### src/logic/core_cfg_pkg.sv
// core sizing constants
// register file sizes, free list and reorder buffer depths, index widths
package core_cfg_pkg;

	// ==========================================================
	// register files
	// ==========================================================
	localparam int AREG_NUM   = 32;	// architectural regs
	localparam int AREG_IDX_W = 5;
	localparam int PREG_NUM   = 64;	// physical regs
	localparam int PREG_IDX_W = 6;	// physical tag width

	// ==========================================================
	// queues
	// ==========================================================
	localparam int FL_DEPTH  = PREG_NUM - AREG_NUM;	// regs not mapped at reset
	localparam int FL_IDX_W  = 5;
	localparam int ROB_DEPTH = 16;
	localparam int ROB_IDX_W = 4;

	// r31 reads as zero, never gets a new tag
	localparam int ZERO_REG = 31;

endpackage : core_cfg_pkg

### src/logic/core_types_pkg.sv
// enumerated types shared across the core
// decoded instruction class and core status
package core_types_pkg;

	// ==========================================================
	// instruction class from the decoder
	// ==========================================================
	// only alu and load write a destination
	typedef enum logic [1:0] {
		CLS_ALU    = 2'd0,
		CLS_LOAD   = 2'd1,
		CLS_STORE  = 2'd2,
		CLS_BRANCH = 2'd3
	} inst_class_e;

	// core status, latched at retirement
	typedef enum logic [1:0] {
		ST_NO_ERROR = 2'd0,
		ST_HALTED   = 2'd1	// a halt has retired
	} core_status_e;

endpackage : core_types_pkg

### src/logic/dispatch_ctrl.sv
// dispatch control
// merges rob, free list and halt stalls into the dispatch strobe
// raises the free list pop for destination-writing instructions
`timescale 1ns/1ps

module dispatch_ctrl (
	input  logic                                 clk,
	input  logic                                 rst_n_i,
	input  logic                                 inst_vld_i,
	input  core_types_pkg::inst_class_e          inst_class_i,
	input  logic [core_cfg_pkg::AREG_IDX_W-1:0]  inst_dest_i,
	input  logic                                 inst_halt_i,
	input  logic                                 rob_full_i,
	input  logic                                 free_vld_i,
	input  logic                                 halted_i,
	output logic                                 dispatch_o,
	output logic                                 fl_pop_o,
	output logic                                 stall_o
);
	import core_cfg_pkg::*;
	import core_types_pkg::*;

	logic needs_dest;	// instruction takes a new tag
	logic blocked;
	logic halt_pending_q;	// halt already sent into the rob

	assign needs_dest = ((inst_class_i == CLS_ALU) || (inst_class_i == CLS_LOAD)) &&
		(inst_dest_i != AREG_IDX_W'(ZERO_REG));

	// any one of these holds the instruction at the input
	assign blocked = rob_full_i | (needs_dest & ~free_vld_i) | halt_pending_q | halted_i;

	assign stall_o    = inst_vld_i & blocked;
	assign dispatch_o = inst_vld_i & ~blocked;
	assign fl_pop_o   = dispatch_o & needs_dest;	// also the rename strobe

	// sticky until reset, nothing follows a halt
	always_ff @(posedge clk) begin
		if (!rst_n_i) begin
			halt_pending_q <= 1'b0;
		end else if (dispatch_o && inst_halt_i) begin
			halt_pending_q <= 1'b1;
		end
	end

	a_no_dispatch_after_halt: assert property (@(posedge clk) disable iff (!rst_n_i)
		(dispatch_o && inst_halt_i) |=> !dispatch_o)
		else $error("dispatch after halt");

endmodule : dispatch_ctrl

### src/logic/map_table.sv
// rename map table
// architectural to physical tag mapping, one ready bit per physical reg
// cdb broadcast sets ready, bypassed to same-cycle lookups
`timescale 1ns/1ps

module map_table (
	input  logic                                 clk,
	input  logic                                 rst_n_i,
	input  logic [core_cfg_pkg::AREG_IDX_W-1:0]  ra_i,
	input  logic [core_cfg_pkg::AREG_IDX_W-1:0]  rb_i,
	input  logic [core_cfg_pkg::AREG_IDX_W-1:0]  dest_i,
	input  logic                                 rename_i,
	input  logic [core_cfg_pkg::PREG_IDX_W-1:0]  new_tag_i,
	input  logic                                 cdb_vld_i,
	input  logic [core_cfg_pkg::PREG_IDX_W-1:0]  cdb_tag_i,
	output logic [core_cfg_pkg::PREG_IDX_W-1:0]  opa_tag_o,
	output logic [core_cfg_pkg::PREG_IDX_W-1:0]  opb_tag_o,
	output logic                                 opa_rdy_o,
	output logic                                 opb_rdy_o,
	output logic [core_cfg_pkg::PREG_IDX_W-1:0]  old_tag_o
);
	import core_cfg_pkg::*;

	logic [PREG_IDX_W-1:0] map_q [AREG_NUM];	// current mapping
	logic [PREG_NUM-1:0]   rdy_q;	// value produced

	// ==========================================================
	// lookups
	// ==========================================================
	assign opa_tag_o = map_q[ra_i];
	assign opb_tag_o = map_q[rb_i];
	assign old_tag_o = map_q[dest_i];	// freed when this rename retires

	// ready bit or a broadcast of that tag this very cycle
	assign opa_rdy_o = rdy_q[opa_tag_o] | (cdb_vld_i && (cdb_tag_i == opa_tag_o));
	assign opb_rdy_o = rdy_q[opb_tag_o] | (cdb_vld_i && (cdb_tag_i == opb_tag_o));

	// ==========================================================
	// update
	// ==========================================================
	always_ff @(posedge clk) begin
		if (!rst_n_i) begin
			// identity map, everything committed
			for (int i = 0; i < AREG_NUM; i++) begin
				map_q[i] <= PREG_IDX_W'(i);
			end
			rdy_q <= '1;
		end else begin
			if (cdb_vld_i) begin
				rdy_q[cdb_tag_i] <= 1'b1;
			end
			// new tag came off the free list, so it cannot match the cdb tag
			if (rename_i) begin
				map_q[dest_i]    <= new_tag_i;
				rdy_q[new_tag_i] <= 1'b0;	// pending until broadcast
			end
		end
	end

	a_rename_not_zero: assert property (@(posedge clk) disable iff (!rst_n_i)
		rename_i |-> (dest_i != AREG_IDX_W'(ZERO_REG)))
		else $error("zero register renamed");

endmodule : map_table

### src/logic/free_list.sv
// free list of physical registers
// circular queue, popped at rename, pushed with the old tag at retire
`timescale 1ns/1ps

module free_list (
	input  logic                                 clk,
	input  logic                                 rst_n_i,
	input  logic                                 pop_i,
	input  logic                                 push_i,
	input  logic [core_cfg_pkg::PREG_IDX_W-1:0]  push_tag_i,
	output logic [core_cfg_pkg::PREG_IDX_W-1:0]  free_tag_o,
	output logic                                 free_vld_o
);
	import core_cfg_pkg::*;

	logic [PREG_IDX_W-1:0] fl_q [FL_DEPTH];
	logic [FL_IDX_W-1:0]   head_q;	// next tag handed out
	logic [FL_IDX_W-1:0]   tail_q;	// next slot for a freed tag
	logic [FL_IDX_W:0]     cnt_q;

	assign free_tag_o = fl_q[head_q];
	assign free_vld_o = (cnt_q != '0);

	always_ff @(posedge clk) begin
		if (!rst_n_i) begin
			// tags above the arch regs, in order
			for (int i = 0; i < FL_DEPTH; i++) begin
				fl_q[i] <= PREG_IDX_W'(AREG_NUM + i);
			end
			head_q <= '0;
			tail_q <= '0;	// full queue, tail wrapped onto head
			cnt_q  <= (FL_IDX_W+1)'(FL_DEPTH);
		end else begin
			if (pop_i) begin
				head_q <= head_q + 1'b1;	// depth is a power of two
			end
			if (push_i) begin
				fl_q[tail_q] <= push_tag_i;
				tail_q       <= tail_q + 1'b1;
			end
			case ({push_i, pop_i})
				2'b10:   cnt_q <= cnt_q + 1'b1;
				2'b01:   cnt_q <= cnt_q - 1'b1;
				default: cnt_q <= cnt_q;	// none, or one in one out
			endcase
		end
	end

	a_no_pop_empty: assert property (@(posedge clk) disable iff (!rst_n_i)
		pop_i |-> free_vld_o)
		else $error("free list popped while empty");

	a_no_push_full: assert property (@(posedge clk) disable iff (!rst_n_i)
		(push_i && !pop_i) |-> (cnt_q != (FL_IDX_W+1)'(FL_DEPTH)))
		else $error("free list pushed while full");

endmodule : free_list

### src/logic/rob.sv
// reorder buffer
// allocation at dispatch, done marking from the cdb
// in-order retire of the head, old tag back to the free list
// halt status latched when a halt retires
`timescale 1ns/1ps

module rob (
	input  logic                                 clk,
	input  logic                                 rst_n_i,
	input  logic                                 alloc_i,
	input  logic [core_cfg_pkg::AREG_IDX_W-1:0]  areg_i,
	input  logic                                 has_dest_i,
	input  logic [core_cfg_pkg::PREG_IDX_W-1:0]  new_tag_i,
	input  logic [core_cfg_pkg::PREG_IDX_W-1:0]  old_tag_i,
	input  logic                                 halt_i,
	input  logic                                 cdb_vld_i,
	input  logic [core_cfg_pkg::ROB_IDX_W-1:0]   cdb_rob_idx_i,
	output logic [core_cfg_pkg::ROB_IDX_W-1:0]   tail_idx_o,
	output logic                                 full_o,
	output logic                                 retire_o,
	output logic [core_cfg_pkg::AREG_IDX_W-1:0]  retire_areg_o,
	output logic [core_cfg_pkg::PREG_IDX_W-1:0]  retire_tag_o,
	output logic [core_cfg_pkg::PREG_IDX_W-1:0]  retire_freed_tag_o,
	output logic                                 retire_has_dest_o,
	output logic                                 halted_o,
	output core_types_pkg::core_status_e         status_o
);
	import core_cfg_pkg::*;
	import core_types_pkg::*;

	// ==========================================================
	// entry storage
	// ==========================================================
	logic [AREG_IDX_W-1:0] areg_q    [ROB_DEPTH];
	logic [PREG_IDX_W-1:0] new_tag_q [ROB_DEPTH];	// Tnew
	logic [PREG_IDX_W-1:0] old_tag_q [ROB_DEPTH];	// Told, freed at retire
	logic [ROB_DEPTH-1:0]  has_dest_q;
	logic [ROB_DEPTH-1:0]  halt_q;
	logic [ROB_DEPTH-1:0]  valid_q;
	logic [ROB_DEPTH-1:0]  done_q;

	logic [ROB_IDX_W-1:0]  head_q;	// oldest
	logic [ROB_IDX_W-1:0]  tail_q;	// next free entry
	logic [ROB_IDX_W:0]    cnt_q;
	core_status_e          status_q;
	logic                  retire;

	// head done at least one edge ago
	assign retire = valid_q[head_q] & done_q[head_q];

	assign tail_idx_o = tail_q;
	assign full_o     = (cnt_q == (ROB_IDX_W+1)'(ROB_DEPTH));

	assign retire_o           = retire;
	assign retire_areg_o      = areg_q[head_q];
	assign retire_tag_o       = new_tag_q[head_q];
	assign retire_freed_tag_o = old_tag_q[head_q];
	assign retire_has_dest_o  = has_dest_q[head_q];

	assign status_o = status_q;
	assign halted_o = (status_q == ST_HALTED);

	// payload written at allocation
	always_ff @(posedge clk) begin
		if (alloc_i) begin
			areg_q[tail_q]     <= areg_i;
			new_tag_q[tail_q]  <= new_tag_i;
			old_tag_q[tail_q]  <= old_tag_i;
			has_dest_q[tail_q] <= has_dest_i;
			halt_q[tail_q]     <= halt_i;
		end
	end

	// ==========================================================
	// control
	// ==========================================================
	always_ff @(posedge clk) begin
		if (!rst_n_i) begin
			valid_q  <= '0;
			done_q   <= '0;
			head_q   <= '0;
			tail_q   <= '0;
			cnt_q    <= '0;
			status_q <= ST_NO_ERROR;
		end else begin
			if (retire) begin
				valid_q[head_q] <= 1'b0;
				head_q          <= head_q + 1'b1;
				if (halt_q[head_q]) begin
					status_q <= ST_HALTED;
				end
			end
			if (alloc_i) begin	// never while full, so tail != retiring head
				valid_q[tail_q] <= 1'b1;
				done_q[tail_q]  <= 1'b0;
				tail_q          <= tail_q + 1'b1;
			end
			if (cdb_vld_i) begin
				done_q[cdb_rob_idx_i] <= 1'b1;
			end
			case ({alloc_i, retire})
				2'b10:   cnt_q <= cnt_q + 1'b1;
				2'b01:   cnt_q <= cnt_q - 1'b1;
				default: cnt_q <= cnt_q;
			endcase
		end
	end

	a_cdb_hits_valid: assert property (@(posedge clk) disable iff (!rst_n_i)
		cdb_vld_i |-> valid_q[cdb_rob_idx_i])
		else $error("completion on an empty rob entry");

endmodule : rob

### src/logic/core.sv
// core top level
// rename and retire backbone: dispatch control, map table, free list, rob
`timescale 1ns/1ps

module core (
	input  logic                                 clk,
	input  logic                                 rst_n_i,
	// decoded instruction, held while stalled
	input  logic                                 inst_vld_i,
	input  core_types_pkg::inst_class_e          inst_class_i,
	input  logic [core_cfg_pkg::AREG_IDX_W-1:0]  inst_ra_i,
	input  logic [core_cfg_pkg::AREG_IDX_W-1:0]  inst_rb_i,
	input  logic [core_cfg_pkg::AREG_IDX_W-1:0]  inst_dest_i,
	input  logic                                 inst_halt_i,
	// completion broadcast
	input  logic                                 cdb_vld_i,
	input  logic [core_cfg_pkg::PREG_IDX_W-1:0]  cdb_tag_i,
	input  logic [core_cfg_pkg::ROB_IDX_W-1:0]   cdb_rob_idx_i,
	// dispatch side
	output logic                                 dispatch_o,
	output logic                                 dispatch_stall_o,
	output logic [core_cfg_pkg::PREG_IDX_W-1:0]  opa_tag_o,
	output logic [core_cfg_pkg::PREG_IDX_W-1:0]  opb_tag_o,
	output logic                                 opa_rdy_o,
	output logic                                 opb_rdy_o,
	output logic [core_cfg_pkg::PREG_IDX_W-1:0]  dest_tag_o,
	output logic [core_cfg_pkg::ROB_IDX_W-1:0]   dispatch_rob_idx_o,
	// retire side
	output logic                                 retire_o,
	output logic [core_cfg_pkg::AREG_IDX_W-1:0]  retire_areg_o,
	output logic [core_cfg_pkg::PREG_IDX_W-1:0]  retire_tag_o,
	output logic [core_cfg_pkg::PREG_IDX_W-1:0]  retire_freed_tag_o,
	output logic                                 retire_has_dest_o,
	output core_types_pkg::core_status_e         status_o
);
	import core_cfg_pkg::*;

	logic                  dispatch_en;
	logic                  fl_pop;	// has_dest and rename strobe too
	logic                  fl_push;
	logic [PREG_IDX_W-1:0] free_tag;	// Tnew
	logic                  free_vld;
	logic [PREG_IDX_W-1:0] old_tag;	// Told
	logic                  rob_full;
	logic                  retire;
	logic                  retire_has_dest;
	logic [PREG_IDX_W-1:0] retire_freed_tag;
	logic                  halted;

	assign dispatch_o         = dispatch_en;
	assign dest_tag_o         = free_tag;
	assign retire_o           = retire;
	assign retire_has_dest_o  = retire_has_dest;
	assign retire_freed_tag_o = retire_freed_tag;
	assign fl_push            = retire & retire_has_dest;	// Told back to the pool

	dispatch_ctrl dispatch_ctrl (
		.clk          (clk),
		.rst_n_i      (rst_n_i),
		.inst_vld_i   (inst_vld_i),
		.inst_class_i (inst_class_i),
		.inst_dest_i  (inst_dest_i),
		.inst_halt_i  (inst_halt_i),
		.rob_full_i   (rob_full),
		.free_vld_i   (free_vld),
		.halted_i     (halted),
		.dispatch_o   (dispatch_en),
		.fl_pop_o     (fl_pop),
		.stall_o      (dispatch_stall_o)
	);

	map_table map_table (
		.clk       (clk),
		.rst_n_i   (rst_n_i),
		.ra_i      (inst_ra_i),
		.rb_i      (inst_rb_i),
		.dest_i    (inst_dest_i),
		.rename_i  (fl_pop),
		.new_tag_i (free_tag),
		.cdb_vld_i (cdb_vld_i),
		.cdb_tag_i (cdb_tag_i),
		.opa_tag_o (opa_tag_o),
		.opb_tag_o (opb_tag_o),
		.opa_rdy_o (opa_rdy_o),
		.opb_rdy_o (opb_rdy_o),
		.old_tag_o (old_tag)
	);

	free_list free_list (
		.clk        (clk),
		.rst_n_i    (rst_n_i),
		.pop_i      (fl_pop),
		.push_i     (fl_push),
		.push_tag_i (retire_freed_tag),
		.free_tag_o (free_tag),
		.free_vld_o (free_vld)
	);

	rob rob (
		.clk                (clk),
		.rst_n_i            (rst_n_i),
		.alloc_i            (dispatch_en),
		.areg_i             (inst_dest_i),
		.has_dest_i         (fl_pop),
		.new_tag_i          (free_tag),
		.old_tag_i          (old_tag),
		.halt_i             (inst_halt_i),
		.cdb_vld_i          (cdb_vld_i),
		.cdb_rob_idx_i      (cdb_rob_idx_i),
		.tail_idx_o         (dispatch_rob_idx_o),
		.full_o             (rob_full),
		.retire_o           (retire),
		.retire_areg_o      (retire_areg_o),
		.retire_tag_o       (retire_tag_o),
		.retire_freed_tag_o (retire_freed_tag),
		.retire_has_dest_o  (retire_has_dest),
		.halted_o           (halted),
		.status_o           (status_o)
	);

endmodule : core

### config.mk
export PLATFORM = sky130hd
export DESIGN_NAME = core
export DESIGN_NICKNAME = d
export VERILOG_FILES = /design/src/logic/core_cfg_pkg.sv /design/src/logic/core_types_pkg.sv /design/src/logic/dispatch_ctrl.sv /design/src/logic/map_table.sv /design/src/logic/free_list.sv /design/src/logic/rob.sv /design/src/logic/core.sv
export SDC_FILE = /design/constraint.sdc
export NUM_CORES = 1
export LEC_CHECK = 0
export BUFFER_PORTS_ARGS = -buffer_cell sky130_fd_sc_hd__buf_2
export CORE_ASPECT_RATIO = 0.75
export CORE_UTILIZATION = 63
export DETAILED_ROUTE_END_ITERATION = 7
export GPL_TIMING_DRIVEN = 0
export PLACE_DENSITY_LB_ADDON = 0.08
export SLEW_MARGIN = 20
export SYNTH_ARGS = -nofsm -noshare
export SYNTH_HDL_FRONTEND = slang
export SYNTH_HIERARCHICAL = 1
export SYNTH_SLANG_ARGS = --single-unit
### constraint.sdc
create_clock -name clk -period 4.8 [get_ports clk]
set_input_delay 0.72 -clock clk [delete_from_list [all_inputs] [get_ports clk]]
set_output_delay 0.72 -clock clk [all_outputs]
set_load 0.1 [all_outputs]
# Yosys cells after proc, flatten, opt, wreduce, memory -nomap -nowiden
# Memories as Yosys holds them, arrays and structs flattened. A register that Yosys moved wholly into a read port is not among the register bits.
# Cells that the tools add are included.
# classes
addsub	8
n_lt_le_gt_ge	12
eq_ne	9
muxes	58
n_bitwise	22
reduce_logical	17
# ops
operator	count
64-bit 2-to-1 mux	3
16-bit 2-to-1 mux	6
64-bit AND	1
64-bit inverter	1
64-bit bitwise OR	1
16-bit AND	2
16-bit bitwise mux	2
16-bit inverter	2
16-bit bitwise OR	2
6-bit by 7-bit < comparator with 1-bit output (second input constant)	4
4-bit 2-to-1 mux	6
1-bit 2-to-1 mux	22
5-bit 2-to-1 mux	4
1-bit binary-select mux with 4-bit select	4
5-bit by 1-bit adder with 5-bit output (second input constant)	3
4-bit by 5-bit < comparator with 1-bit output (second input constant)	3
1-bit binary-select mux with 6-bit select	2
1-bit demux with 4-bit select	3
1-bit demux with 6-bit select	2
6-bit equality test	2
4-bit by 1-bit greater-or-equal comparator with 1-bit output (second input constant)	3
6-bit by 1-bit greater-or-equal comparator with 1-bit output (second input constant)	2
6-bit 2-to-1 mux	2
6-bit case mux with 2 select lines	1
19 further kinds	43
# word_totals
regBits	159
mem_bits_rw	656
input_bits	32
output_inout_bits	47
n_memories	5
# memory_table
name	words	width	rd	rd_clocked_by_memory_dff	wr	line_no	rtl
free_list.fl_q	32	6	1	1	32	free_list.sv:16	logic [PREG_IDX_W-1:0] fl_q [FL_DEPTH];
map_table.map_q	32	6	3	0	32	map_table.sv:24	logic [PREG_IDX_W-1:0] map_q [AREG_NUM];
rob.new_tag_q	16	6	1	1	1	rob.sv:35	logic [PREG_IDX_W-1:0] new_tag_q [ROB_DEPTH];
rob.old_tag_q	16	6	1	1	1	rob.sv:36	logic [PREG_IDX_W-1:0] old_tag_q [ROB_DEPTH];
rob.areg_q	16	5	1	1	1	rob.sv:34	logic [AREG_IDX_W-1:0] areg_q [ROB_DEPTH];

# Logic depth before layout (Yosys ltp)
# depth
ltp_word	15
mapped_depth	18
mapped_depth_nobuf	14

# Hierarchy
# Netlist, hierarchy kept.
# modules_own_cells
mod	instances	cells_each	area_each_um2	seq_area_each_um2
map_table	1	1440	16452.0	7046.8
rob	1	740	14117.3	10129.7
free_list	1	802	9982.1	6185.9
dispatch_ctrl	1	11	111.4	20.0
core	1	1	6.3	0.0

# Least setup slack after synthesis
# Ideal clock, no wire load.
# synth_timing
path_kind	input-to-output
from	input port inst_rb_i[1] (netlist bit)
to	output port opb_rdy_o
arrival_ps	4901
required_ps	4080
slack_ps	-821
stages	12
cell_sequence	buf_2 clkbuf_1 buf_2 mux4_2 mux2i_1 mux4_2 inv_1 nand2_1 a21oi_1 o2bb2ai_1 nor3_1 o211ai_1
# synth_between
elab_chain_cells	4
word_cells_on_any_way	6
cone_classes	1 x eq/ne; 2 x mux; 1 x bitwise; 1 x reduce/logical; 1 x memory
# synth_lines
item	line_no	rtl
start: declaration	core.sv:12	input logic [core_cfg_pkg::AREG_IDX_W-1:0] inst_rb_i,
memory 32 x 6 bit (*)	--	
named net opb_tag_o, one bit	core.sv:23	output logic [core_cfg_pkg::PREG_IDX_W-1:0] opb_tag_o,
1-bit binary-select mux with 6-bit select or 6-bit equality test (tied branches)	map_table.sv:36	assign opb_rdy_o = rdy_q[opb_tag_o] | (cdb_vld_i && (cdb_tag_i == opb_tag_o));
1-bit 2-to-1 mux (implied by the code) or 1-bit logical AND (tied branches)	map_table.sv:36	
1-bit bitwise OR (*)	map_table.sv:36	
end: declaration	core.sv:25	output logic opb_rdy_o,
# The timed path passes the listed nets; every way through them passes the cells marked *. The select of a mux whose other input is x is not followed.

# Final worst setup path
# layout_timing
from	input port inst_rb_i[1] (netlist bit)
to	output port opb_rdy_o
# layout_between
elab_chain_cells	4
word_cells_on_any_way	6
cone_classes	1 x eq/ne; 2 x mux; 1 x bitwise; 1 x reduce/logical; 1 x memory
# layout_lines
item	line_no
memory 32 x 6 bit (*)	--
1-bit binary-select mux with 6-bit select or 6-bit equality test (tied branches)	map_table.sv:36
1-bit 2-to-1 mux (implied by the code) or 1-bit logical AND (tied branches)	map_table.sv:36
1-bit bitwise OR (*)	map_table.sv:36
# Every way passes the cells marked *; elsewhere a longest branch is shown, timed or not. The select of a mux whose other input is x is not followed.

==> results.txt <==
----------------------------------------------------
[Routing]
  Number of DRC violations after detailed routing ... 0
  Average via count per standard cell ... 7.22
  First-iteration detailed-routing DRC count ... 4298
  Vias post-DR ... 29502
  Final routed wirelength across all metal layers ... 133000 µm
  Count of TritonRoute iterations in the first routing pass ... 8
  Average wire per standard cell ... 32.5 µm
  Post-DRT Antenna Nets ... 0

[Power]
  Power per unit of standard cell area ... 364 mW/mm²
  Largest vdd supply drop ... 290 µV
  Leakage power summed over all cells ... 14.5 nW
  Post-layout total power ... 0.0165 W

[Yosys]
  Synth Instances ... 2994
  Top_reg_cell synth ... sky130_fd_sc_hd__edfxtp_1
  Post-synth design cell area ... 0.0407 mm²
  Syn_nets ... 3046
  Synth Area per Inst ... 13.6 µm²
  Synthesis-stage register bit count ... 824
  Number of flops mapped to enable cells by yosys ... 688
  Number of distinct library cells after synthesis ... 94
  Sequential-to-total area share from yosys stat ... 57.5%
  Share of async-settable or async-resettable flops after synthesis ... 0%
  Count of synthesis-stage warnings from yosys ... 6

[Min path]
  Hold Crit Depth ... 3
  Min-Delay Path Class ... in2reg

[Place]
  RD Place Congestion ... 1.03
  Placed wire-length estimate after detailed placement ... 91100 µm
  # placed instances ... 3921
  Number of buffers inserted by port buffering ... 63

[Critical path]
  Arrival time of the worst setup path ... 4300 ps
  Crit Path Max Fanout ... 10
  Number of cells traversed by the worst register-to-register path ... 11
  WP data required ... 4080 ps
  Setup crit end kind ... output port
  Peak per-stage delay on the critical path ... 530 ps
  Worst-path cell chain ... buf_4 > buf_4 > mux4_2 > mux4_2 > mux2i_4 > inv_4 > a2111oi_2 > a221oi_1 > o2bb2ai_1 > o31ai_1 > o211ai_1 > buf_6
  Setup CP Type ... in2out
  Library cell contributing the largest single delay on the critical path ... sky130_fd_sc_hd__mux4_2
  Critical Path Source Type ... input pin

[Timing]
  Slew @ Worst Pin ... 1230 ps
  Worst slew margin relative to its limit ... 17.4%
  Maximum clock frequency ... 199 MHz
  Worst clock skew ... 33.9 ps
  Crit share post-route ... 105%
  Worst Setup Slack, final ... -219 ps
  Setup repair after global routing missed its margin ... true
  Minimum period implied by the final worst setup slack ... 5020 ps
  Final count of negative-setup-slack endpoints ... 8
  Count of endpoints failing hold in the final timing report ... 0
  Max-slew violation count ... 0
  Hold Worst Slack ... 410 ps

[Die]
  Total Die Area ... 0.0656 mm²
  Vertical die dimension ... 222 µm
  Core Region ... 0.0637 mm²
  Horizontal die dimension ... 295 µm
  Starting utilization of the core area ... 63.9%
  Count of boundary I/O pins ... 79
  Site Rows ... 80

[Clock network]
  Maximum clock path buffer count ... 3
  H-tree lvl count ... 3
  Clock tree root buffer cell ... sky130_fd_sc_hd__clkbuf_16
  Clk_lat worst skew ... 660 ps
  Clock slew at the register clock pins of the worst setup and hold paths ... 60 ps
  Number of hold-repair buffers added at the cts stage ... 0
  TritonCTS Buffers ... 80
  # clock sinks ... 824
  TritonCTS clock tree ... yes

[Finish]
  Final std cells w/o fill ... 4086
  Final nets ... 3211
  Share of cells above drive strength 1 ... 20.1%
  Area grow syn2layout ... 11.5%

[GRT]
  GR Overflow Total ... 0
  Via count of the first global-routing pass ... 28100
  Maximum number of pins on one net before global-route repair ... 31
  Global-route wire length before repair ... 189000 µm
  Combined global-route utilization of all metal layers ... 40.6%
  Initial antenna violation count ... 10

[Run]
  Number of maximum-capacitance violations ... 0

[Status]
  Outcome ... finished, violations left
  Failing checks ... negative setup slack

----------------------------------------------------
-- critical path, delay by kind of cell --
kind            cells  cell delay (ps)
mux                 3             1450
buf+inv             4              950
compound gates      5             1160
-- cell families after synthesis --
group                      count (synthesis)  share of synthesized area [%]
and+or+nand+nor                          914                           11.3
xor gates and xnor gates                  27                          0.581
adders and majority gates                 20                          0.615
buffers and inverters                    337                           3.69
muxes                                    435                           19.2
other                                      1                        0.00922
AOI/OAI and AO/OA                        436                           7.12
DFF                                      824                           57.5
-- layer usage --
layer	routed length (µm)	track usage (%)
met1	47900	57.4
met2	58700	59.7
met3	19900	11.6
met4	6110	16.3
met5	36	0
-- Yosys cell counts, types with 11 or more instances --
cell type | instances | share of area [%]
sky130_fd_sc_hd__nand3_1 | 63 | 0.78
sky130_fd_sc_hd__xor2_1 | 16 | 0.34
sky130_fd_sc_hd__buf_1 | 19 | 0.18
sky130_fd_sc_hd__o41ai_1 | 11 | 0.24
sky130_fd_sc_hd__a22oi_1 | 57 | 1.1
sky130_fd_sc_hd__nand2_1 | 204 | 1.9
sky130_fd_sc_hd__mux4_2 | 256 | 14
sky130_fd_sc_hd__o211ai_1 | 11 | 0.20
sky130_fd_sc_hd__o21ai_0 | 130 | 1.6
sky130_fd_sc_hd__edfxtp_1 | 688 | 51
sky130_fd_sc_hd__a22o_1 | 13 | 0.28
sky130_fd_sc_hd__clkbuf_1 | 180 | 1.7
sky130_fd_sc_hd__nor3_1 | 113 | 1.4
sky130_fd_sc_hd__buf_6 | 14 | 0.39
sky130_fd_sc_hd__mux2_2 | 22 | 0.61
sky130_fd_sc_hd__nor2_1 | 197 | 1.8
sky130_fd_sc_hd__nand2b_1 | 11 | 0.17
sky130_fd_sc_hd__ha_1 | 20 | 0.62
sky130_fd_sc_hd__nor2b_1 | 14 | 0.22
sky130_fd_sc_hd__a21oi_1 | 105 | 1.3
sky130_fd_sc_hd__nand4_1 | 14 | 0.22
sky130_fd_sc_hd__dfxtp_1 | 136 | 6.7
sky130_fd_sc_hd__or3_1 | 133 | 2.0
sky130_fd_sc_hd__xnor2_1 | 11 | 0.24
sky130_fd_sc_hd__mux2i_1 | 140 | 3.4
sky130_fd_sc_hd__inv_1 | 62 | 0.57
sky130_fd_sc_hd__and2_1 | 86 | 1.3
sky130_fd_sc_hd__a211oi_1 | 12 | 0.22
sky130_fd_sc_hd__and3_1 | 23 | 0.35
sky130_fd_sc_hd__buf_2 | 43 | 0.53
-- path summary, 6_finish.rpt --
check                        from                            to  slack, ps
setup / recovery     inst_rb_i[1]                     opb_rdy_o       -220
hold / removal    inst_class_i[1]  dispatch_ctrl/halt_pending_q        410
setup reg to reg    rob/head_q[0]          free_list/fl_q[4][1]         50
hold reg to reg    rob/valid_q[9]                rob/valid_q[9]        480
-- state kept, by name, summed over array words and instances, names as in the netlist, 64 cells and up, named ones only --
register and flops:
map_table/map_q 192, free_list/fl_q 192, rob/areg_q 80, map_table/rdy_q 64
rob/old_tag_q 96, rob/new_tag_q 96
-- power by group --
part	switching [W]	internal (W)
logic	0.00153	0.000565
clock network	0.00282	0.00365
registers	0.0000713	0.00790
-- metrics by stage --
stage	TNS, ps	area [µm²]	utilization (%)	setup WS [ps]
floorplan	-762	40800	-	-399
global placement	-82010	42200	66.3	-1100
detailed placement	-103660	42200	66.4	-1140
CTS	-247	45100	70.8	-247
global route	-243	45400	71.2	-243
finish	-567	45400	71.3	-219
-- cell usage in the layout, fill, tap and decap left out, drive strengths merged, types with 63 or more instances in the layout --
| cell | instances |
|---|---|
| edfxtp | 688 |
| clkbuf | 280 |
| mux4 | 266 |
| nand2 | 204 |
| nor2 | 200 |
| buf | 167 |
| mux2i | 143 |
| dfxtp | 136 |
| or3 | 133 |
| o21ai | 133 |
| nor3 | 113 |
| a21oi | 106 |
| and2 | 87 |
| inv | 71 |
| nand3 | 63 |
-- layout make-up --
class                   count  area [µm²]
diodes                      1        2.50
plain buffers             265        1420
clock buffers              99        2100
clock inverters            48         569
fillers                  4320       18300
inverters                  72         294
multi-input cells        1833       16000
flip-flops and latches    824       23400
well taps                 861        1080
repair buffers             83         539
-- repair_timing --
item | in CTS | in global routing
setup endpoints to repair | 70 | 91
setup buffers | 5 | 12
resized for setup | 31 | 52
pin swaps | 1 | 6
endpoints found under the hold margin | 0 | 0
Note: power is estimated with default switching activity, not from simulation.
